[src/common/align_cfg_pkg.sv]
package align_cfg_pkg;

    // array size and the longest query
    localparam int NUM_PE = 16;
    localparam int PE_IDX_W = $clog2(NUM_PE);

    localparam int SCORE_W = 10;
    localparam int IDX_W = 8;
    localparam int AD_W = 9;

    typedef logic signed [SCORE_W-1:0] score_t;
    typedef logic [IDX_W-1:0] idx_t;
    typedef logic [AD_W-1:0] ad_t;

    // a quarter of the signed range leaves room for one more gap cost
    localparam score_t NEG_INF = score_t'(-(2 ** (SCORE_W - 2)));

    // add that floors at NEG_INF
    function automatic score_t sat_add(score_t a, score_t b);
        logic signed [SCORE_W:0] sum;
        sum = a + b;
        if (sum < NEG_INF) begin
            return NEG_INF;
        end
        return score_t'(sum);
    endfunction

    function automatic score_t max2(score_t a, score_t b);
        return (a > b) ? a : b;
    endfunction

endpackage

[src/common/nt_pkg.sv]
package nt_pkg;

    typedef enum logic [2:0] {
        NT_A,
        NT_C,
        NT_G,
        NT_T,
        NT_N
    } nt_t;

    typedef struct packed {
        align_cfg_pkg::score_t match;
        align_cfg_pkg::score_t mismatch;
        align_cfg_pkg::score_t n_score;
        align_cfg_pkg::score_t gap_open;
        align_cfg_pkg::score_t gap_extend;
    } score_param_t;

    typedef enum logic [2:0] {
        IDLE,
        LOAD_QUERY,
        STREAM,
        DRAIN,
        DONE
    } align_state_t;

    // upper or lower case, anything else is N
    function automatic nt_t ascii_to_nt(logic [7:0] ch, logic complement);
        case (ch)
            8'h41, 8'h61: return complement ? NT_T : NT_A;
            8'h43, 8'h63: return complement ? NT_G : NT_C;
            8'h47, 8'h67: return complement ? NT_C : NT_G;
            8'h54, 8'h74: return complement ? NT_A : NT_T;
            default: return NT_N;
        endcase
    endfunction

endpackage

[src/verilog/align_fsm.sv]
`timescale 1ns/100ps

module align_fsm (
    input logic clk,
    input logic rst,
    input logic start,
    input logic query_loaded,
    input logic ref_done,
    input logic array_empty,
    input logic xdrop_hit,
    output logic clear,
    output logic load_en,
    output logic stream_en,
    output logic busy,
    output logic done
);
    import nt_pkg::*;

    align_state_t state;

    always_ff @(posedge clk) begin
        if (rst) begin
            state <= IDLE;
        end else begin
            case (state)
                IDLE: begin
                    if (start) begin
                        state <= LOAD_QUERY;
                    end
                end
                LOAD_QUERY: begin
                    if (query_loaded) begin
                        state <= STREAM;
                    end
                end
                STREAM: begin
                    // x-drop ends the run at once, cells in flight are dropped
                    if (xdrop_hit) begin
                        state <= DONE;
                    end else if (ref_done) begin
                        state <= DRAIN;
                    end
                end
                DRAIN: begin
                    if (array_empty) begin
                        state <= DONE;
                    end
                end
                default: begin
                    state <= IDLE;
                end
            endcase
        end
    end

    assign clear = (state == IDLE) && start;
    assign load_en = (state == LOAD_QUERY);
    assign stream_en = (state == STREAM);
    assign busy = (state != IDLE);
    assign done = (state == DONE);

endmodule

[config.mk]
export PLATFORM = sky130hd
export DESIGN_NAME = align_fsm
export DESIGN_NICKNAME = d
export VERILOG_FILES = /design/src/common/align_cfg_pkg.sv /design/src/common/nt_pkg.sv /design/src/verilog/align_fsm.sv
export SDC_FILE = /design/constraint.sdc
export NUM_CORES = 1
export LEC_CHECK = 0
export ABC_CLOCK_PERIOD_IN_PS = 1040
export BUFFER_PORTS_ARGS = -buffer_cell sky130_fd_sc_hd__buf_4
export CORE_AREA = 2 2 39 41
export CTS_BUF_LIST = sky130_fd_sc_hd__clkbuf_4 sky130_fd_sc_hd__clkbuf_8
export CTS_CLUSTER_SIZE = 30
export DETAILED_ROUTE_END_ITERATION = 8
export DIE_AREA = 0 0 41 43
export GPL_TIMING_DRIVEN = 0
export PLACE_DENSITY = 0.34
export SYNTH_ARGS = -nofsm -noshare
export SYNTH_HDL_FRONTEND = slang
export SYNTH_SLANG_ARGS = --single-unit
[constraint.sdc]
create_clock -name clk -period 1.04 [get_ports clk]
set_input_delay 0.26 -clock clk [delete_from_list [all_inputs] [get_ports clk]]
set_output_delay 0.26 -clock clk [all_outputs]
set_load 0.01 [all_outputs]
==> impl_metrics.csv <==
group,metric,value,unit
floorplanning,core,1384,µm²
setup_path,critical_path_peak_fanout,7,
finish,drive_gt1_share,72.09,%
setup_path,end_kind,"primary output",
run_status,violations,"negative setup slack",
floorplanning,io_pins,12,
place,gp_congestion,0.7638,
floorplanning,die_w,41,µm
logic_synthesis,synth_fp_nets,33,
finish,layout_commonest_cell,"buf_4",
worst_hold_path,whs_path_depth,2,
logic_synthesis,synth_cell_types,20,
clock_network,path_clk_slew,0.04,ns
worst_hold_path,min_path_type,"in2reg",
sta,finalCritPeriodShare,139.4,%
setup_path,path_class,"reg2out",
route,routed_wl,640,µm
logic_synthesis,syn_inst,26,
place,dp_hpwl,435.8,µm
logic_synthesis,ys_ff_latch,3,
route,vias_per_cell,4.237,
sta,slew_headroom,85.46,%
power,irDropWorstVdd,845.4,µV
global_routing,grt_max_degree,10,
logic_synthesis,synth.area.top_cells,"dfxtp_1 (28%), nor2_1 (7.1%), nor2b_1 (5.9%)",
sta,rsz0062_at_grt,"yes",
logic_synthesis,synth_top_area_share,28.40,%
sta,period_minus_slack,1.449,ns
logic_synthesis,ys_seq_area_share,28.40,%
global_routing,antenna_found_initial,0,
clock_network,cts_hold_buf,0,
sta,tns,-1.757,ns
route,drtPass1Iterations,4,
finish,reg_top3,"state x3",
global_routing,grt_overflow,0,
finish,nets,51,
route,drc,0,
sta,hold_ws,0.2112,ns
finish,stdcell_area,419.2,µm²
setup_path,worstSetupStartpointType,"register",
sta,setup_viol,6,
sta,fmax,689.9,MHz
run,maxCapViolations,0,
global_routing,grt_pass1_wl,1021,µm
finish,multi_input_area,187.7,µm²
route,wire_per_inst,10.85,µm
clock_network,cts_root_buf,"clkbuf_4",
floorplanning,die_area,1763,µm²
setup_path,cp_data_required_time,0.78,ns
finish,syn_to_final_growth,98.22,%
place,io_buffers,11,
global_routing,grt_pass1_vias,255,
setup_path,cp.arrival,1.19,ns
global_routing,grt_usage,9.228,%
place,dpl_worst_slack,-0.2739,ns
finish,fillers,146,
run_status,outcome,"finished with violations",
route,num_vias,250,
clock_network,cts.sinks,3,
sta,fin_ws,-0.4094,ns
clock_network,clock_latency,0.23,ns
finish,largest_reg_flops,3,
sta,finClkSkew,0.001369,ns
power,leakage,0.1713,nW
floorplanning,die_y,43,µm
finish,regMostFlops,"state",
finish,antenna_cells,0,
worst_hold_path,hp-start,"rst",
worst_hold_path,whs_endpoint,"state[0]$_SDFFE_PP0P_",
logic_synthesis,yosysWarnings,0,
logic_synthesis,yosys.area.top_type,"dfxtp_1",
place,postPlaceCellArea,327.8,µm²
sta,hold_viol,0,
setup_path,r2r-start,"state[2]$_SDFFE_PP0P_",
finish,layout_common_cells,"buf_4 (12), clkbuf_4 (4), buf_6 (2), nor2_1 (2)",
route,ant_nets,0,
setup_path,rr_endpoint,"state[0]$_SDFFE_PP0P_",
logic_synthesis,syn_avg_cell_area,8.133,µm²
clock_network,cts_max_level,1,
floorplanning,start_util,15.28,%
setup_path,r2r_cells,4,
logic_synthesis,syn_area,211.5,µm²
power,p_per_area,1923,nW/µm²
sta,drv_slew,0,
clock_network,numCtsBuffers,3,
route,drt_iter0_markers,3,
floorplanning,core.rowCount,14,
sta,worst-slew-pin-transition,0.2162,ns
setup_path,r2r_setup_slack,-0.07,ns
finish,seq_area,65.06,µm²
clock_network,clockBufferDepth,2,
clock_network,cts_tree,"done",
metrics by stage:
step / utilization (%) / total power, mW / std cells
3_3_place_gp: 23.69 / 0.5000 / 53
5_1_grt: 30.29 / 0.8692 / 59
2_1_floorplan: - / 0.3796 / 26
3_5_place_dp: 23.69 / 0.4978 / 53
6_report: 30.29 / 0.8062 / 59
4_1_cts: 29.66 / 0.8115 / 59
cells by family after synthesis:
group / Yosys count / synth area share [%]
compound gates: 6 / 23.07
buf+inv: 2 / 7.099
flops: 3 / 28.40
simple gates: 15 / 41.42
layout make-up:
| class | instances | area share (%) |
|---|---|---|
| buffer | 1 | 2.687 |
| clock buffer | 4 | 7.164 |
| inverter | 1 | 0.8955 |
| multi-input combinational | 21 | 44.78 |
| sequential | 3 | 15.52 |
| tap | 16 | 4.776 |
| timing repair buffer | 13 | 24.18 |
timing repair:
action | in CTS | in global routing
buffers inserted | 2 | 0
pin swaps | 6 | 2
endpoints found under the setup margin | 6 | 7
resized for setup | 9 | 2
synthesized netlist by cell type:
cell and count:
nand2b_2 1, and2_1 1, o21bai_2 1, nand2_2 1
or3_1 1, a21oi_1 1, nor4b_1 1, nor3b_1 1
nand3_1 1, nor2_1 4, inv_1 1, o211ai_2 1
a31oi_1 1, o21ai_1 1, buf_6 1, nor4_1 1
nor3_1 1, a311oi_1 1, dfxtp_1 3, nor2b_1 2
layer usage:
metal	vias to the layer above	global-route usage (%)	share of wire [%]
met5	-	0	0
met4	0	4.000	0.94
met3	2	7.853	8.1
met2	9	14.06	60
met1	112	8.333	30
li1	127	-	-
how the worst max path moves through the flow:
stage | start | end | slack [ns] | cells past startpoint
global placement | state[0]$_SDFFE_PP0P_ | clear | -0.28 | 4
global route | state[1]$_SDFFE_PP0P_ | clear | -0.46 | 3
CTS | state[0]$_SDFFE_PP0P_ | clear | -0.47 | 4
floorplan | state[0]$_SDFFE_PP0P_ | clear | -0.19 | 3
finish | state[1]$_SDFFE_PP0P_ | clear | -0.41 | 3
detailed placement | state[0]$_SDFFE_PP0P_ | clear | -0.27 | 4
critical path, stage by stage (launching register included):
cell     delay, ns
dfxtp_4       0.36
or3_4         0.41
nor2_4        0.09
buf_6         0.10
power breakdown:
| part | switching (mW) | leakage [nW] | internal (mW) |
|---|---|---|---|
| registers | 0.0259 | 0.0256 | 0.140 |
| clock network | 0.0595 | 0.0184 | 0.170 |
| logic | 0.182 | 0.127 | 0.229 |
| total | 0.268 | 0.171 | 0.539 |
Note: power is estimated with default switching activity, not from simulation.
