[src/common/align_cfg_pkg.sv]
package align_cfg_pkg;

    // array size and the longest query
    localparam int NUM_PE = 16;
    localparam int PE_IDX_W = $clog2(NUM_PE);

    localparam int SCORE_W = 10;
    localparam int IDX_W = 8;
    localparam int AD_W = 9;

    typedef logic signed [SCORE_W-1:0] score_t;
    typedef logic [IDX_W-1:0] idx_t;
    typedef logic [AD_W-1:0] ad_t;

    // a quarter of the signed range leaves room for one more gap cost
    localparam score_t NEG_INF = score_t'(-(2 ** (SCORE_W - 2)));

    // add that floors at NEG_INF
    function automatic score_t sat_add(score_t a, score_t b);
        logic signed [SCORE_W:0] sum;
        sum = a + b;
        if (sum < NEG_INF) begin
            return NEG_INF;
        end
        return score_t'(sum);
    endfunction

    function automatic score_t max2(score_t a, score_t b);
        return (a > b) ? a : b;
    endfunction

endpackage

[src/verilog/max_tracker.sv]
`timescale 1ns/100ps

module max_tracker (
    input logic clk,
    input logic rst,
    input logic clear,
    input align_cfg_pkg::score_t xdrop,
    input align_cfg_pkg::score_t h_col [align_cfg_pkg::NUM_PE],
    input logic [align_cfg_pkg::NUM_PE-1:0] cell_valid,
    input align_cfg_pkg::idx_t ref_idx_col [align_cfg_pkg::NUM_PE],
    output logic xdrop_hit,
    output align_cfg_pkg::score_t max_score,
    output align_cfg_pkg::idx_t max_ref_idx,
    output align_cfg_pkg::idx_t max_query_idx
);
    import align_cfg_pkg::*;

    // heap with the root at 1 and the leaves from NUM_PE up
    score_t node_score [1:2*NUM_PE-1];
    logic node_valid [1:2*NUM_PE-1];
    logic [PE_IDX_W-1:0] node_pe [1:2*NUM_PE-1];

    score_t ad_score;
    idx_t ad_ref;
    idx_t ad_query;
    logic ad_valid;
    logic signed [SCORE_W:0] floor_score;

    always_comb begin
        for (int n = 0; n < NUM_PE; n++) begin
            node_score[NUM_PE+n] = h_col[n];
            node_valid[NUM_PE+n] = cell_valid[n];
            node_pe[NUM_PE+n] = PE_IDX_W'(n);
        end
        // left child is the lower PE and wins a tie
        for (int n = NUM_PE - 1; n > 0; n--) begin
            if (node_valid[2*n+1] &&
                (!node_valid[2*n] || node_score[2*n+1] > node_score[2*n])) begin
                node_score[n] = node_score[2*n+1];
                node_valid[n] = 1'b1;
                node_pe[n] = node_pe[2*n+1];
            end else begin
                node_score[n] = node_score[2*n];
                node_valid[n] = node_valid[2*n];
                node_pe[n] = node_pe[2*n];
            end
        end
    end

    always_ff @(posedge clk) begin
        if (rst || clear) begin
            ad_valid <= 1'b0;
        end else begin
            ad_valid <= node_valid[1];
        end
    end

    always_ff @(posedge clk) begin
        ad_score <= node_score[1];
        ad_ref <= ref_idx_col[node_pe[1]];
        ad_query <= idx_t'(node_pe[1]) + 1'b1;
    end

    assign floor_score = max_score - xdrop;

    // frozen once the x-drop fires
    always_ff @(posedge clk) begin
        if (rst || clear) begin
            xdrop_hit <= 1'b0;
            max_score <= '0;
            max_ref_idx <= '0;
            max_query_idx <= '0;
        end else if (ad_valid && !xdrop_hit) begin
            if (ad_score >= max_score) begin
                max_score <= ad_score;
                max_ref_idx <= ad_ref;
                max_query_idx <= ad_query;
            end else if (ad_score < floor_score) begin
                xdrop_hit <= 1'b1;
            end
        end
    end

endmodule

[config.mk]
export PLATFORM = sky130hd
export DESIGN_NAME = max_tracker
export DESIGN_NICKNAME = d
export VERILOG_FILES = /design/src/common/align_cfg_pkg.sv /design/src/verilog/max_tracker.sv
export SDC_FILE = /design/constraint.sdc
export NUM_CORES = 1
export LEC_CHECK = 0
export ABC_AREA = 1
export BUFFER_PORTS_ARGS = -buffer_cell sky130_fd_sc_hd__buf_4
export CORE_MARGIN = 8
export CORE_UTILIZATION = 50
export CTS_BUF_LIST = sky130_fd_sc_hd__clkbuf_8
export CTS_CLUSTER_SIZE = 12
export DETAILED_ROUTE_END_ITERATION = 10
export PLACE_DENSITY_LB_ADDON = 0.15
export SETUP_SLACK_MARGIN = 0.1
export SYNTH_ARGS = -nofsm -noshare
export SYNTH_HDL_FRONTEND = slang
export SYNTH_SLANG_ARGS = --single-unit
[constraint.sdc]
create_clock -name clk -period 16.7 [get_ports clk]
set_input_delay 0.835 -clock clk [delete_from_list [all_inputs] [get_ports clk]]
set_output_delay 0.835 -clock clk [all_outputs]
set_load 0.05 [all_outputs]
==> results_dict.tcl <==
set metrics [dict create \
    cts_sinks 48 \
    worst_ep_required_time_ns 16.96 \
    slew_violations 0 \
    wl_mm 33.5 \
    cp-end-kind "flip-flop" \
    routedWlPerCell_um 14.9 \
    start_util_pct 50.6 \
    drtIter0Drc 686 \
    fin_crit_sh_pct 60.0 \
    track_usage_pct 26.5 \
    cp_max_fo 42 \
    synth_top_family_by_area "simple AND/OR/NAND/NOR gates" \
    tightest_slew_ns 1.27 \
    synthArstFlopShare_pct 0 \
    post-route-drc-count 0 \
    p_per_area_mw_per_mm2 177 \
    p_leak_nw 7.18 \
    cts_root_buf "clkbuf_8" \
    drive_gt1_share_pct 18.8 \
    gp_congestion 0.979 \
    synthToLayoutAreaGrowth_pct 27.5 \
    postCtsHoldBufs 0 \
    fill_cells 1896 \
    yosysMostFrequentCell "nand2_1" \
    tritoncts "built" \
    period_needed_ns 10.03 \
    final.setup.worst_slack_ns 6.67 \
    synth_top_flop_cell "dfxtp_1" \
    max_freq_ghz 0.0997 \
    grt_pass1_vias 11100 \
    final-hold-violation-count 0 \
    die-area_mm2 0.0243 \
    dr.pass1.iters 6 \
    yosys.area_share.simple_pct 36.7 \
    run_status "finished, final reports clean" \
    seq_area_um2 961 \
    rsz0062_at_grt "no" \
    reg2reg_slack_ns 13.33 \
    synthMuxAreaShare_pct 0 \
    place_worst_setup_slack_ns 6.50 \
    cts-buffers-inserted 5 \
    cpMaxStageDelayCell "a21boi_1" \
    timing.reg2reg.worst_path_depth 19 \
    worst_ep_arrival_time_ns 10.29 \
    synth_xor_area_share_pct 0.896 \
    num_rows 51 \
    startpoint_type "input port" \
    max_stage_delay_ns 0.95 \
    hp-start "ad_query[4]" \
    htreeDepth 2 \
    synth-seq-area-share_pct 9.83 \
    synth.ff_latch_count 48 \
    clkTransAtPathRegs_ns 0.10 \
    holdPathEnd "max_query_idx[4]" \
    drt-vias-per-instance 5.23 \
    ant_nets 0 \
    critPathKind "input port to flip-flop" \
    dieHeight_um 156 \
    synth.area.top_cells "ha_1 23%, nand2_1 18%, inv_1 10%" \
    layout.nets 2478 \
    detailed_place_hpwl_mm 28.9 \
    antenna_cells_inserted 0 \
    fin_setup_tns_ns 0 \
    synthCells 1692 \
    die_x_um 156 \
    clk_latency_ns 0.31 \
    ys_types 44 \
    cpMostUsedCell "nand2_1" \
    core_area_mm2 0.0193 \
    mappedNetlistArea_mm2 0.00978 \
    synth-edff-count 0 \
    finalSetupViolCount 0 \
    port_buffers 340 \
    overflow 0 \
    ctsResizeCount 0 \
    hp-class "flip-flop to flip-flop" \
    max-slew-margin-rel_pct 15.1 \
    worst_hold_path.num_cells 2 \
    ios 344 \
    synthAdderAreaFrac_pct 23.4 \
    r2r_start "max_score[0]" \
    cts_setup_buffers 0 \
    antenna_found_initial 0 \
    skew_ns 0.0136 \
    cap_violations 0 \
    multiInputGateArea_mm2 0.00748 \
    grt_pass1_wl_mm 53.4 \
    r2r_end "xdrop_hit" \
    via_count 11700 \
    synth-compound-area-share_pct 15.4 \
    irDropWorstVdd_uv 253 \
    synth_area_per_cell_um2 5.78 \
    cts_buffer_depth 2 \
    yosysTopAreaCellShare_pct 23.2 \
    grt_max_degree 43 \
    synth_top_area_cell "ha_1" \
    yosysWarnings 0 \
    synth_common_cells "480 x nand2_1, 266 x inv_1, 181 x ha_1" \
]
[worst max-delay path: cells and delay by family]
kind	cells	cell delay (ns)
AO/OA/AOI/OAI	7	2.48
adder cells (fa/ha/maj)	4	1.43
buffers and inverters	1	0.11
AND/OR/NAND/NOR	31	5.39
[layer usage]
layer,share of wire [%],wire length [µm],GRT usage [%]
met5,0,0,0
met4,2.1,711,5.64
met3,7.6,2540,4.38
met2,47,15600,44.7
met1,44,14600,34.6
[placed cells by master, fill, tap and decap left out, types with 15 or more instances in the layout]
| cell | Yosys | routed |
|---|---|---|
| ha_1 | 181 | 181 |
| nand2_1 | 480 | 480 |
| inv_1 | 266 | 266 |
| buf_4 | 8 | 341 |
| dfxtp_1 | 48 | 48 |
| o21bai_1 | 15 | 15 |
| nand4_1 | 27 | 27 |
| o21ai_1 | 34 | 34 |
| nand3_1 | 146 | 146 |
| nor2_1 | 151 | 151 |
| o21ai_0 | 100 | 100 |
| nand3b_1 | 16 | 16 |
| a21oi_1 | 96 | 96 |
[report_power, final]
group	switching [mW]	total [mW]	leakage (nW)	internal (mW)
clock network	0.0433	0.0884	0.0583	0.0452
registers	0.0240	0.190	0.396	0.166
logic	1.32	1.93	6.73	0.614
[layout make-up]
class	instances	share of cell area [%]
Clock buffer	5	0.552
Timing Repair Buffer	341	20.5
Multi-Input combinational cell	1313	60.0
Tap cell	265	2.66
Clock inverter	3	0.382
Sequential cell	48	7.71
Inverter	270	8.15
[stage by stage]
step / instance area (µm²) / hold WS (ns) / util, % / total power [mW] / cells
2_1_floorplan: 9780 / 0.426 / - / 1.71 / 1694
3_3_place_gp: 12300 / 0.435 / 63.8 / 2.06 / 2237
3_5_place_dp: 12300 / 0.434 / 63.8 / 2.09 / 2237
4_1_cts: 12500 / 0.452 / 64.4 / 2.19 / 2245
5_1_grt: 12500 / 0.472 / 64.4 / 2.47 / 2245
6_report: 12500 / 0.450 / 64.4 / 2.21 / 2245
[sequential cells by signal, summed over array words and instances (netlist names)]
register,count
max_ref_idx,8
ad_score,10
ad_query,5
ad_ref,8
max_query_idx,5
ad_valid,1
xdrop_hit,1
max_score,10
[kinds of logic after synthesis]
kind of cell    Yosys count
xor+xnor                 10
compound gates          275
buf+inv                 333
fa+ha+maj               182
other cells               1
simple gates            843
flops                    48
[how the worst max path moves through the flow]
stage                     startpoint           to  slack (ns)  depth (start not counted)
after floorplan           h_col[119]  ad_query[2]        9.51                         52
after global placement    h_col[129]    ad_ref[6]        6.65                         48
after detailed placement  h_col[129]    ad_ref[6]        6.50                         43
after CTS                 h_col[129]    ad_ref[6]        6.80                         43
after global routing      h_col[139]    ad_ref[6]        5.67                         49
final                     h_col[129]    ad_ref[6]        6.67                         43
Note: power is estimated with default switching activity, not from simulation.
