<file path="config.mk">
export PLATFORM = sky130hd
export DESIGN_NAME = pe_array
export DESIGN_NICKNAME = d
export VERILOG_FILES = /design/src/common/align_cfg_pkg.sv /design/src/common/nt_pkg.sv /design/src/common/pe_link_if.sv /design/src/pe_array/pe.sv /design/src/pe_array/pe_array.sv
export SDC_FILE = /design/constraint.sdc
export NUM_CORES = 2
export LEC_CHECK = 0
export BUFFER_PORTS_ARGS = -buffer_cell sky130_fd_sc_hd__buf_2
export CAP_MARGIN = 20
export CORE_MARGIN = 2
export CORE_UTILIZATION = 50
export CTS_BUF_LIST = sky130_fd_sc_hd__clkbuf_4
export DETAILED_ROUTE_END_ITERATION = 7
export PLACE_DENSITY = 0.67
export SYNTH_ARGS = -nofsm -noshare
export SYNTH_HDL_FRONTEND = slang
export SYNTH_SLANG_ARGS = --single-unit
</file>
<file path="constraint.sdc">
create_clock -name clk -period 16.7 [get_ports clk]
set_clock_uncertainty 0.15 [all_clocks]
set_input_delay 3.34 -clock clk [delete_from_list [all_inputs] [get_ports clk]]
set_output_delay 3.34 -clock clk [all_outputs]
set_load 0.01 [all_outputs]
</file>
<file path="src/common/align_cfg_pkg.sv">
package align_cfg_pkg;

    // array size and the longest query
    localparam int NUM_PE = 16;
    localparam int PE_IDX_W = $clog2(NUM_PE);

    localparam int SCORE_W = 10;
    localparam int IDX_W = 8;
    localparam int AD_W = 9;

    typedef logic signed [SCORE_W-1:0] score_t;
    typedef logic [IDX_W-1:0] idx_t;
    typedef logic [AD_W-1:0] ad_t;

    // a quarter of the signed range leaves room for one more gap cost
    localparam score_t NEG_INF = score_t'(-(2 ** (SCORE_W - 2)));

    // add that floors at NEG_INF
    function automatic score_t sat_add(score_t a, score_t b);
        logic signed [SCORE_W:0] sum;
        sum = a + b;
        if (sum < NEG_INF) begin
            return NEG_INF;
        end
        return score_t'(sum);
    endfunction

    function automatic score_t max2(score_t a, score_t b);
        return (a > b) ? a : b;
    endfunction

endpackage

</file>
<file path="src/common/nt_pkg.sv">
package nt_pkg;

    typedef enum logic [2:0] {
        NT_A,
        NT_C,
        NT_G,
        NT_T,
        NT_N
    } nt_t;

    typedef struct packed {
        align_cfg_pkg::score_t match;
        align_cfg_pkg::score_t mismatch;
        align_cfg_pkg::score_t n_score;
        align_cfg_pkg::score_t gap_open;
        align_cfg_pkg::score_t gap_extend;
    } score_param_t;

    typedef enum logic [2:0] {
        IDLE,
        LOAD_QUERY,
        STREAM,
        DRAIN,
        DONE
    } align_state_t;

    // upper or lower case, anything else is N
    function automatic nt_t ascii_to_nt(logic [7:0] ch, logic complement);
        case (ch)
            8'h41, 8'h61: return complement ? NT_T : NT_A;
            8'h43, 8'h63: return complement ? NT_G : NT_C;
            8'h47, 8'h67: return complement ? NT_C : NT_G;
            8'h54, 8'h74: return complement ? NT_A : NT_T;
            default: return NT_N;
        endcase
    endfunction

endpackage

</file>
<file path="src/common/pe_link_if.sv">
`timescale 1ns/100ps

interface pe_link_if;
    import align_cfg_pkg::*;
    import nt_pkg::*;

    logic valid;
    nt_t ref_nt;
    idx_t ref_idx;
    score_t h;
    // vertical gap score of the upstream row
    score_t i_gap;
    // previous H of the upstream row, diagonal for the next cell
    score_t h_diag;

    modport src(output valid, ref_nt, ref_idx, h, i_gap, h_diag);
    modport dst(input valid, ref_nt, ref_idx, h, i_gap, h_diag);

endinterface

</file>
<file path="src/pe_array/pe.sv">
`timescale 1ns/100ps

module pe #(
    parameter int ROW = 0
) (
    input logic clk,
    input logic rst,
    input logic clear,
    input nt_pkg::score_param_t params,
    input logic q_write,
    input nt_pkg::nt_t q_nt,
    pe_link_if.dst up,
    pe_link_if.src down,
    output align_cfg_pkg::score_t h,
    output logic valid
);
    import align_cfg_pkg::*;
    import nt_pkg::*;

    nt_t q_base;
    // horizontal gap of this row
    score_t i_reg;
    score_t s;
    score_t h_boundary;
    score_t i_new;
    score_t d_new;
    score_t h_new;

    // column 0 value of matrix row ROW+1
    assign h_boundary = sat_add(params.gap_open, score_t'(ROW) * params.gap_extend);

    always_comb begin
        if (q_base == NT_N || up.ref_nt == NT_N) begin
            s = params.n_score;
        end else if (q_base == up.ref_nt) begin
            s = params.match;
        end else begin
            s = params.mismatch;
        end
        i_new = max2(sat_add(h, params.gap_open), sat_add(i_reg, params.gap_extend));
        d_new = max2(sat_add(up.h, params.gap_open), sat_add(up.i_gap, params.gap_extend));
        h_new = max2(sat_add(up.h_diag, s), max2(i_new, d_new));
    end

    always_ff @(posedge clk) begin
        if (rst || clear) begin
            valid <= 1'b0;
            h <= h_boundary;
            i_reg <= NEG_INF;
        end else begin
            valid <= up.valid;
            if (up.valid) begin
                h <= h_new;
                i_reg <= i_new;
            end
        end
    end

    // values handed to the next row
    always_ff @(posedge clk) begin
        if (up.valid) begin
            down.h_diag <= h;
            down.i_gap <= d_new;
            down.ref_nt <= up.ref_nt;
            down.ref_idx <= up.ref_idx;
        end
    end

    always_ff @(posedge clk) begin
        if (q_write) begin
            q_base <= q_nt;
        end
    end

    assign down.valid = valid;
    assign down.h = h;

endmodule

</file>
<file path="src/pe_array/pe_array.sv">
`timescale 1ns/100ps

module pe_array (
    input logic clk,
    input logic rst,
    input logic clear,
    input nt_pkg::score_param_t params,
    input logic complement_ref,
    input logic complement_query,
    input logic [7:0] query_data,
    input logic [align_cfg_pkg::PE_IDX_W-1:0] load_slot,
    input logic load_write,
    input logic [7:0] ref_data,
    input align_cfg_pkg::idx_t ref_idx,
    input logic ref_valid,
    input align_cfg_pkg::idx_t query_len,
    output align_cfg_pkg::score_t h_col [align_cfg_pkg::NUM_PE],
    output logic [align_cfg_pkg::NUM_PE-1:0] cell_valid,
    output align_cfg_pkg::idx_t ref_idx_col [align_cfg_pkg::NUM_PE],
    output logic array_empty
);
    import align_cfg_pkg::*;
    import nt_pkg::*;

    nt_t q_nt;
    score_t row0_prev;
    score_t row0_h;
    logic row0_first;
    logic [NUM_PE-1:0] pe_valid;

    // link k feeds PE k, the last one carries the bottom row out
    pe_link_if link [NUM_PE+1] ();

    assign q_nt = ascii_to_nt(query_data, complement_query);

    // row 0 boundary, H(0,0) is zero
    assign row0_h = row0_first ? params.gap_open : sat_add(row0_prev, params.gap_extend);

    always_ff @(posedge clk) begin
        if (rst || clear) begin
            row0_prev <= '0;
            row0_first <= 1'b1;
        end else if (ref_valid) begin
            row0_prev <= row0_h;
            row0_first <= 1'b0;
        end
    end

    assign link[0].valid = ref_valid;
    assign link[0].ref_nt = ascii_to_nt(ref_data, complement_ref);
    assign link[0].ref_idx = ref_idx;
    assign link[0].h = row0_h;
    assign link[0].h_diag = row0_prev;
    assign link[0].i_gap = NEG_INF;

    for (genvar k = 0; k < NUM_PE; k++) begin : g_pe
        pe #(
            .ROW(k)
        ) u_pe (
            .clk(clk),
            .rst(rst),
            .clear(clear),
            .params(params),
            .q_write(load_write && (load_slot == k)),
            .q_nt(q_nt),
            .up(link[k]),
            .down(link[k+1]),
            .h(h_col[k]),
            .valid(pe_valid[k])
        );

        // rows past the query hold no matrix cells
        assign cell_valid[k] = pe_valid[k] && (k < query_len);
        assign ref_idx_col[k] = link[k+1].ref_idx;
    end

    assign array_empty = ~|cell_valid;

endmodule

</file>
==> flow_summary.ini <==
[outcome]
status = finished clean

[placed_design]
placed_cell_area_um2 = 98500
dp.cells = 13217
place_congestion = 0.984
place_ws_ns = 1.27
hpwl_um = 261000
portBuffers = 395

[sta]
fin_ws_ns = 2.81
fmax_mhz = 72.0
setup_viol = 0
timing.setup.tns_ns = 0
report.final.slew_viol_count = 0
finalCritPeriodShare = 0.832
worst_pin_slew_ns = 1.15
slew_headroom = 0.236
rsz0062_at_grt = false
hold_viol_final = 0
post-route-min-period_ns = 13.89

[final_layout]
nets = 12696
design_area_um2 = 102000
multiInputGateArea_um2 = 64100
drive_gt1_frac = 0.104
areaGrowthSynthToFinish_pct = 9.56
final_cells = 13724
seqCellArea_um2 = 24200
final_cell_mix = 1,477 x ha_1, 1,015 x inv_1, 831 x a21oi_1
fillCellCount = 16858
final_common_cell = ha_1

[global_route]
grt-ovfl-total = 0
grt_usage = 0.352
grt-busiest-layer = met2
gr-usage-met1 = 0.437
grt_pass1_wl_um = 505000
antenna_found_initial = 39
use_met3 = 0.0765
grt_use_met2 = 0.552
grt_pass1_vias = 81861
grt_max_degree = 99

[drt]
drc = 0
first_iter_violations = 8235
wl_um = 346000
vias = 85924
wl_per_cell_um = 25.2
drtAntennaViolNets = 0
firstDrtPassIters = 6
vias_per_cell = 6.26

[setup_path]
path_class = in -> reg
cp_max_fo = 25
worstPathArrival_ns = 14.85
cp-startpoint = params[1]
ff2ff_setup_slack_ns = 4.83
end_kind = flip-flop
r2r-start = g_pe[11].u_pe.down.h[0]
cp-start-kind = input pin
critPathSlowestCell = or4b_2
cp_data_required_time_ns = 17.65
max_stage_delay_ns = 0.60

[synth]
synthFlopType = edfxtp_1
yosysTopAreaCellShare = 0.220
yosysSeqAreaShare = 0.260
syn-instance-count = 10441
syn_nets = 12115
yosysWarnings = 0
synthArstFlopShare = 0
syn_area_um2 = 93100
synth_top_area_cell = edfxtp_1
ys_types = 94
synth_area_leaders = edfxtp_1 22%, ha_1 20%, a21oi_1 4.5%
synth_edf_count = 681
ys_seq_elements = 868
synth_area_per_cell_um2 = 8.92

[floorplanning]
num_rows = 158
initial_core_util = 0.503
coreArea_um2 = 185000
die_area_um2 = 190000
die_w_um = 435
die_h_um = 435
io_pins = 398

[clocking]
clock_latency_ns = 1.41
clk_pin_slew_ns = 0.06
postCtsSetupBuffers = 0
cts_tree = done
cts_max_path_buffers = 4
cts_sinks = 868
cts_resized = 0
numCtsBuffers = 277
cts_hold_buf = 0
h-tree-depth = 5
cts-root-buf = clkbuf_4

[hold_path]
hp-class = reg -> reg
holdCritStartpoint = g_pe[0].u_pe.down.ref_idx[0]

[flow_run]
max-cap-violations = 0
logic make-up after synthesis:
kind of cell    after synthesis  synth area share
compound gates             3143             0.228
xor+xnor                    579            0.0545
fa+ha+maj                  1581             0.221
buf+inv                    1270            0.0516
flops                       868             0.260
mux                         447            0.0494
simple gates               2553             0.136
final timing paths:
kind,endpoint,depth (start not counted)
hold reg to reg,g_pe[1].u_pe.down.ref_idx[0],0
setup reg to reg,g_pe[12].u_pe.down.h[8],50
setup / recovery,g_pe[0].u_pe.down.h[0],52
hold / removal,g_pe[1].u_pe.down.ref_idx[0],0
synthesized netlist by cell type, drive strengths merged, types with 19 or more instances:
cell type     n
mux2         94
buf          39
o21ai       415
o211ai       65
a21o        236
a221o        23
edfxtp      681
a211o        27
o21a        327
a22o         55
a21boi       56
a31oi        50
or3          38
fa          104
nor3b        43
a21oi       833
o22ai        30
nor2        670
a211oi      139
ha         1477
nand3       160
nand2       628
xor2        106
and2        194
xnor2       473
o21bai      255
o22a         44
nor3        118
a22oi       186
nor2b       266
a32oi        81
a2111o       19
o221ai       90
dfxtp       187
nand4        91
inv        1015
and3         33
nand2b      155
nor4         31
mux2i       353
clkbuf      215
or2          42
worst max-delay path, delay by kind of cell:
family / cells / cell delay (ns)
adder cells (fa/ha/maj): 6 / 1.79
AO/OA/AOI/OAI: 26 / 5.57
multiplexers: 1 / 0.27
AND/OR/NAND/NOR: 13 / 2.68
buffers and inverters: 6 / 1.03
layout make-up:
| type | count | area share |
|---|---|---|
| multi-input combinational | 8303 | 0.629 |
| sequential | 868 | 0.237 |
| inverter | 1016 | 0.0374 |
| timing repair buffer | 556 | 0.0322 |
| tap | 2480 | 0.0304 |
| clock buffer | 382 | 0.0281 |
| clock inverter | 82 | 0.00480 |
| antenna | 37 | 0.000908 |
metrics by stage:
step                hold WS [ns]   util
finish                     0.251  0.551
global route               0.240  0.550
CTS                        0.252  0.550
detailed placement         0.276  0.532
global placement           0.278  0.532
floorplan                  0.279      -
layer usage:
layer / up-vias / wire length [µm]
met2: 4090 / 152000
li1: 39842 / -
met3: 1124 / 32600
met5: - / 125
met1: 40850 / 137000
met4: 18 / 24800
Power is left out: the tool's default activity adds up to more than one toggle a clock period on the data nets, which glitch-free logic cannot reach.
