<file path="src/common/align_cfg_pkg.sv">
package align_cfg_pkg;

    // array size and the longest query
    localparam int NUM_PE = 16;
    localparam int PE_IDX_W = $clog2(NUM_PE);

    localparam int SCORE_W = 10;
    localparam int IDX_W = 8;
    localparam int AD_W = 9;

    typedef logic signed [SCORE_W-1:0] score_t;
    typedef logic [IDX_W-1:0] idx_t;
    typedef logic [AD_W-1:0] ad_t;

    // a quarter of the signed range leaves room for one more gap cost
    localparam score_t NEG_INF = score_t'(-(2 ** (SCORE_W - 2)));

    // add that floors at NEG_INF
    function automatic score_t sat_add(score_t a, score_t b);
        logic signed [SCORE_W:0] sum;
        sum = a + b;
        if (sum < NEG_INF) begin
            return NEG_INF;
        end
        return score_t'(sum);
    endfunction

    function automatic score_t max2(score_t a, score_t b);
        return (a > b) ? a : b;
    endfunction

endpackage

</file>
<file path="src/verilog/stream_counter.sv">
`timescale 1ns/100ps

module stream_counter (
    input logic clk,
    input logic rst,
    input logic clear,
    input logic load_en,
    input logic stream_en,
    input align_cfg_pkg::idx_t ref_len,
    input align_cfg_pkg::idx_t query_len,
    output align_cfg_pkg::idx_t query_addr,
    output align_cfg_pkg::idx_t ref_addr,
    output logic [align_cfg_pkg::PE_IDX_W-1:0] load_slot,
    output logic load_write,
    output align_cfg_pkg::idx_t ref_idx,
    output logic ref_valid,
    output logic query_loaded,
    output logic ref_done
);
    import align_cfg_pkg::*;

    logic q_more;
    logic r_more;

    assign q_more = query_addr < query_len;
    assign r_more = ref_addr < ref_len;

    always_ff @(posedge clk) begin
        if (rst || clear) begin
            query_addr <= '0;
            ref_addr <= '0;
            load_write <= 1'b0;
            ref_valid <= 1'b0;
        end else begin
            // data shows up one cycle after its address
            load_write <= load_en && q_more;
            ref_valid <= stream_en && r_more;
            if (load_en && q_more) begin
                query_addr <= query_addr + 1'b1;
            end
            if (stream_en && r_more) begin
                ref_addr <= ref_addr + 1'b1;
            end
        end
    end

    // slot and index line up with the read data
    always_ff @(posedge clk) begin
        load_slot <= query_addr[PE_IDX_W-1:0];
        ref_idx <= ref_addr + 1'b1;
    end

    assign query_loaded = !q_more;
    assign ref_done = !r_more;

endmodule

</file>
<file path="config.mk">
export PLATFORM = sky130hd
export DESIGN_NAME = stream_counter
export DESIGN_NICKNAME = d
export VERILOG_FILES = /design/src/common/align_cfg_pkg.sv /design/src/verilog/stream_counter.sv
export SDC_FILE = /design/constraint.sdc
export NUM_CORES = 1
export LEC_CHECK = 0
export BUFFER_PORTS_ARGS = -buffer_cell sky130_fd_sc_hd__buf_2
export CORE_ASPECT_RATIO = 1.4
export CORE_MARGIN = 1.5
export CORE_UTILIZATION = 44
export DETAILED_ROUTE_END_ITERATION = 8
export HOLD_SLACK_MARGIN = 0.03
export PLACE_DENSITY = 0.75
export SLEW_MARGIN = 15
export SYNTH_ARGS = -nofsm -noshare
export SYNTH_HDL_FRONTEND = slang
export SYNTH_SLANG_ARGS = --single-unit
</file>
<file path="constraint.sdc">
create_clock -name clk -period 2.02 [get_ports clk]
set_input_delay 0.202 -clock clk [delete_from_list [all_inputs] [get_ports clk]]
set_output_delay 0.202 -clock clk [all_outputs]
set_load 0.02 [all_outputs]
</file>
==> run summary, run 1 <==
Crit-path leading delay family: compound AO/OA/AOI/OAI gates
Hold WS: 0.2266 ns
F_max: 507.3 MHz
Area of the core: 0.003183 mm^2
Max_slew headroom: 0.7570
Seq/Total Area, Yosys: 0.4017
# hold bufs at CTS: 0
Layout cell share with drive strength beyond 1: 0.3891
Pre-CTS WS: 0.05155 ns
Clock period minus worst slack: 1.971 ns
Dpl hpwl: 2.541 mm
Status: complete, no violations
Fraction of registers with async set/reset: 0
Pin count of the biggest net entering global routing: 16
CP max FO: 5
Final period utilization: 0.9759
Ranking of synthesized cells by area: dfxtp_1, ha_1, inv_1
CTS Sinks: 30
Clock Latency Late Sink: 0.27 ns
FF+latch count, synth: 30
DR DRC count: 0
Avg Vias per Cell: 5.151
Register area: 608.1 um^2
Worst Hold Class: in2reg
RSZ-0062 raised after global routing: false
Area growth syn-to-layout: 38.66%
Max-cap violations: 0
Final Max Tran Viols: 0
Top cell type's share of synthesized area: 0.4017
Final WS setup: 0.04871 ns
First-pass GRT wire length: 5.430 mm
WL/cell: 12.36 um
Skew final: 0.004695 ns
Buf+Inv Stages, Crit Path: 3
Reg2reg start: query_addr[2]
Die footprint: 0.003762 mm^2
Antenna Nets Post-Route: 0
# IOs: 53
Placed Cells: 268
Crit start category: flip-flop
Leakage power: 1.146 nW
Root Buffer Master: clkbuf_8
CTS tree: built
CP max stage cell: dfxtp_4
Yosys top cell by area: dfxtp_1
Hold Fails Final Rpt: 0
Worst-path clk slew: 0.07 ns
Synth Flop Type: dfxtp_1
Worst Hold End: query_addr[1]
H-tree levels: 2
Most Frequent Cell on Critical Path: buf_6
Final setup fails: 0
Post-synthesis average cell area: 8.953 um^2
Longest Clk Path Bufs: 2
R2R cell count: 7
Flop2flop setup slack: 0.08 ns
Worst-margin pin slew: 0.3606 ns
Via count: 1,432
GRT Total Usage: 0.1934
R2R Path End: query_addr[7]
Total clock buffers created by CTS: 5
Critical Path Max Stage Delay: 0.35 ns
Synth Instances: 167
Nets: 275
Global placer's final weighted congestion: 0.8923
Initial detailed-routing violation count: 31
Ant diodes: 0
Synth top cells by count: dfxtp_1, inv_1, ha_1
Multi-input logic area: 853.3 um^2
GR Overflow Total: 0
Chip Width: 52.27 um
Hold depth: 3
Worst EP arrival: 1.77 ns
Drt first pass iters: 4
Post-synth EDFFs: 0
Mapped cell area: 0.001495 mm^2
Starting Density: 0.4697
Crit Path Class: reg2out
Layout filler cell count: 271
Fin cells: 278
HP Start: load_en
Syn_nets: 204
I/O Buffers: 52
Power Dens Cells: 582.5 mW/mm^2
Cell with the most instances after synthesis: dfxtp_1
Crit path from: query_addr[2]
CP Data Required Time: 1.82 ns
Yosys Warn Count: 0
CP cell instances: ha_4 -> a211o_1 -> a31oi_1 -> o311a_4 -> inv_4 -> buf_6 -> buf_6
VDD IR max: 379.4 uV
Die height: 71.98 um
Setup crit end kind: output port
# rows: 24
Drt total wl: 3.437 mm
Number of global-route vias before repair: 1,251
Initial antenna violation count: 0
Library cells used by synthesis: 36
metrics by stage:
| step | power (mW) | TNS (ns) | cell area, um^2 | utilization |
|---|---|---|---|---|
| after floorplan | 0.6755 | -0.02386 | 1504 | - |
| after global placement | 0.7184 | 0 | 1901 | 0.5971 |
| after detailed placement | 0.7207 | 0 | 1901 | 0.5971 |
| after CTS | 1.216 | 0 | 2018 | 0.6340 |
| after global routing | 1.261 | 0 | 2073 | 0.6513 |
| final | 1.208 | 0 | 2073 | 0.6513 |
layout by cell type (no fill, tap or decap), drive strengths merged, types with 2 or more instances in the layout:
cell type,count
a31oi,2
a31o,5
nand3,5
o21ai,4
ha,16
dfxtp,30
and2,2
a211o,2
and3,6
xor2,6
or3,5
clkinv,2
clkbuf,6
nand2,11
inv,19
a21oi,11
buf,68
nor3,3
nand4,4
o2111ai,2
nor2,11
mux2i,4
power breakdown:
part	internal [mW]	leakage, nW	switching [mW]
registers	0.598	0.245	0.00387
clock network	0.273	0.0472	0.222
logic	0.0468	0.853	0.0638
total	0.918	1.15	0.289
worst reg2reg max path, stage by stage, from the launching register on:
cell and delay, ns:
dfxtp_4 0.35, ha_4 0.21, a211o_1 0.24, a31oi_1 0.18, o311a_4 0.23, inv_4 0.05
or4_1 0.46, a21oi_1 0.15
routing by layer:
metal,GRT usage,share of wire
met1,0.2306,0.43
met2,0.3165,0.48
met3,0.04321,0.062
met4,0.1083,0.027
met5,0,0
sequential cells by signal (all words and copies together) (netlist names):
| signal | count |
|---|---|
| query_addr | 8 |
| load_slot | 4 |
| load_write | 1 |
| ref_addr | 8 |
| ref_idx | 8 |
| ref_valid | 1 |
cell type report:
class,count,share of cell area
clock buffer,6,0.03983
tap,39,0.02354
timing repair buffer,68,0.1883
multi-input combinational,113,0.4116
clock inverter,2,0.006035
inverter,20,0.03742
sequential,30,0.2933
how the worst max path moves through the flow:
stage / endpoint / cells past startpoint / slack [ns]
after CTS: query_loaded / 7 / 0.00003
final: query_loaded / 7 / 0.05
after global placement: query_addr[7] / 9 / 0.08
after floorplan: query_addr[3] / 8 / -0.02
after detailed placement: query_addr[5] / 8 / 0.05
after global routing: query_loaded / 7 / 0.0008
timing repair:
| action | in CTS | in global routing |
|---|---|---|
| gates cloned | 0 | 0 |
| setup endpoints to repair | 1 | 3 |
| buffers inserted | 1 | 1 |
| resized for setup | 3 | 8 |
| endpoints found under the hold margin | 0 | 0 |
| pin swaps | 1 | 3 |
cell families (layout without fill, tap and decap cells):
group,after synthesis,after routing,share of synthesized area
adders and majority gates,16,16,0.1339
xor gates and xnor gates,7,7,0.04100
buffers and inverters,24,96,0.06193
and+or+nand+nor,52,52,0.1757
AOI/OAI and AO/OA,34,34,0.1590
muxes,4,4,0.02678
DFF,30,30,0.4017
Power figures use the tool's default switching activity.
==> run 2, diff against run 1 <==
--- a/config.mk
+++ b/config.mk
@@ -8,10 +8,10 @@
 export BUFFER_PORTS_ARGS = -buffer_cell sky130_fd_sc_hd__buf_2
 export CORE_ASPECT_RATIO = 1.4
 export CORE_MARGIN = 1.5
-export CORE_UTILIZATION = 44
+export CORE_UTILIZATION = 40
 export DETAILED_ROUTE_END_ITERATION = 8
 export HOLD_SLACK_MARGIN = 0.03
-export PLACE_DENSITY = 0.75
+export PLACE_DENSITY = 0.69
 export SLEW_MARGIN = 15
 export SYNTH_ARGS = -nofsm -noshare
 export SYNTH_HDL_FRONTEND = slang
==> run 2 against run 1 <==
Register-to-register slack about the same. Final area shrank 3.2%. Die area up 9.5%. Global-route usage fell by 2.3 points. Highest routed layer unchanged.
==> run summary, run 2 (same netlist as run 1, synthesis figures left out) <==
Status: complete, no violations
Worst-path clk slew: 0.06 ns (about the same)
Number of global-route vias before repair: 1,272 (+1.7%)
First-pass GRT wire length: 5.154 mm (-5.1%)
Max-cap violations: 0 (unchanged)
R2R Path End: query_addr[7]
Global placer's final weighted congestion: 0.8200 (-8.1%)
Skew final: 0.004600 ns (-0.00009464 ns)
Clock period minus worst slack: 1.993 ns (+0.02125 ns)
Commonest non-fill, non-tap cell in the layout: buf_2
GRT Total Usage: 0.1708 (-0.02259)
Flop2flop setup slack: 0.07 ns (about the same)
CP Data Required Time: 1.82 ns (about the same)
Initial detailed-routing violation count: 36 (+16%)
GR Overflow Total: 0 (unchanged)
Power Dens Cells: 572.9 mW/mm^2 (-1.7%)
Longest Clk Path Bufs: 2 (unchanged)
Root Buffer Master: clkbuf_8
Avg Vias per Cell: 5.145 (-0.11%)
Final WS setup: 0.02746 ns (-0.02125 ns)
Die footprint: 0.004119 mm^2 (+9.5%)
Crit start category: flip-flop
Layout cell share with drive strength beyond 1: 0.3605 (-0.02861)
Clock Latency Late Sink: 0.27 ns (about the same)
CP max FO: 7 (+2)
Nets: 270 (-1.8%)
Setup crit end kind: output port
Ant diodes: 0 (unchanged)
VDD IR max: 332.4 uV (-12%)
Hold depth: 3 (unchanged)
CTS tree: built
Post-CTS setup buffers: 0 (-1)
Leakage power: 1.109 nW (-3.2%)
Pre-CTS WS: 0.04885 ns (-0.002701 ns)
Final Max Tran Viols: 0 (unchanged)
HP Start: load_en
Hold Fails Final Rpt: 0 (unchanged)
Antenna Nets Post-Route: 0 (unchanged)
Biggest regs: query_addr: 8 flops, ref_addr: 8 flops, ref_idx: 8 flops
Reg2reg start: query_addr[2]
CTS Sinks: 30 (unchanged)
Drt total wl: 3.239 mm (-5.8%)
H-tree levels: 2 (unchanged)
Max_slew headroom: 0.7981 (+0.04104)
Pin count of the biggest net entering global routing: 16 (unchanged)
Dpl hpwl: 2.503 mm (-1.5%)
F_max: 501.9 MHz (-1.1%)
Total clock buffers created by CTS: 5 (unchanged)
# IOs: 53 (unchanged)
Via count: 1,415 (-1.2%)
# hold bufs at CTS: 0 (unchanged)
Die height: 75.34 um (+4.7%)
# rows: 26 (+8.3%)
Placed Cells: 268 (unchanged)
DR DRC count: 0 (unchanged)
Setup TNS: 0 ns (unchanged)
Area of the core: 0.003611 mm^2 (+13%)
Worst Hold Class: in2reg
I/O Buffers: 52 (unchanged)
Final setup fails: 0 (unchanged)
Crit Path Class: reg2out
Starting Density: 0.4141 (-0.05566)
Area growth syn-to-layout: 34.23%
Initial antenna violation count: 0 (unchanged)
Worst Hold End: query_addr[1]
Final period utilization: 0.9864 (+0.01052)
Drt first pass iters: 4 (unchanged)
Chip Width: 54.67 um (+4.6%)
Worst EP arrival: 1.79 ns (+0.02 ns)
Worst-margin pin slew: 0.2997 ns (-0.06092 ns)
R2R cell count: 7 (unchanged)
Most frequent cells in the layout: buf_2, dfxtp_1, inv_1, ha_1
Fin cells: 275 (-1.1%)
WL/cell: 11.78 um (-4.7%)
-- run 2: worst max path at each step --
| stage | startpoint | end | slack (ns) |
|---|---|---|---|
| finish | query_addr[2] | query_loaded | 0.03 |
| detailed placement | query_len[2] | query_addr[7] | 0.05 |
| global route | query_addr[2] | query_loaded | -0.04 |
| floorplan | query_addr[2] | query_addr[3] | -0.02 |
| global placement | query_len[2] | query_addr[7] | 0.07 |
| CTS | query_addr[5] | query_loaded | 0.02 |
-- run 2: cell type report --
| class | instances | area, um^2 |
|---|---|---|
| clock buffers | 7 | 76.32 |
| fillers | 361 | 1604 |
| inverters | 20 | 75.07 |
| multi-input cells | 113 | 843.3 |
| flip-flops and latches | 30 | 606.8 |
| well taps | 42 | 52.55 |
| repair buffers | 63 | 352.8 |
-- run 2: report_power, final --
part           switching [mW]  leakage [nW]  total (mW)  internal, mW
registers             0.00396         0.245       0.602         0.598
logic                  0.0612         0.826       0.107        0.0459
clock network           0.204        0.0383       0.440         0.237
total                   0.269          1.11        1.15         0.881
-- run 2: per-stage QoR --
step	hold WS (ns)	total power [mW]	utilization	instance area (um^2)
global route	0.2526	1.210	0.5558	2007
floorplan	0.3622	0.6755	-	1504
global placement	0.4381	0.7189	0.5211	1882
CTS	0.2277	1.171	0.5485	1981
detailed placement	0.4450	0.7201	0.5211	1882
finish	0.2398	1.150	0.5558	2007
-- run 2: what timing repair did --
item                       CTS  global route
pin swaps                    1             1
setup endpoints to repair    1             2
gates resized for setup      5             3
-- run 2: layer usage --
layer	share of wire	routed length, um	global-route usage
met2	0.54	1737	0.3228
met1	0.40	1301	0.1673
met4	0.010	34	0.07778
met5	0	0	0
met3	0.051	165	0.04118
-- run 2: worst max-delay path, cell delays in order (launching register included) --
cell	delay (ns)
dfxtp_4	0.35
ha_4	0.21
a211o_1	0.28
a31oi_1	0.15
o311a_2	0.23
inv_2	0.06
buf_6	0.13
buf_6	0.12
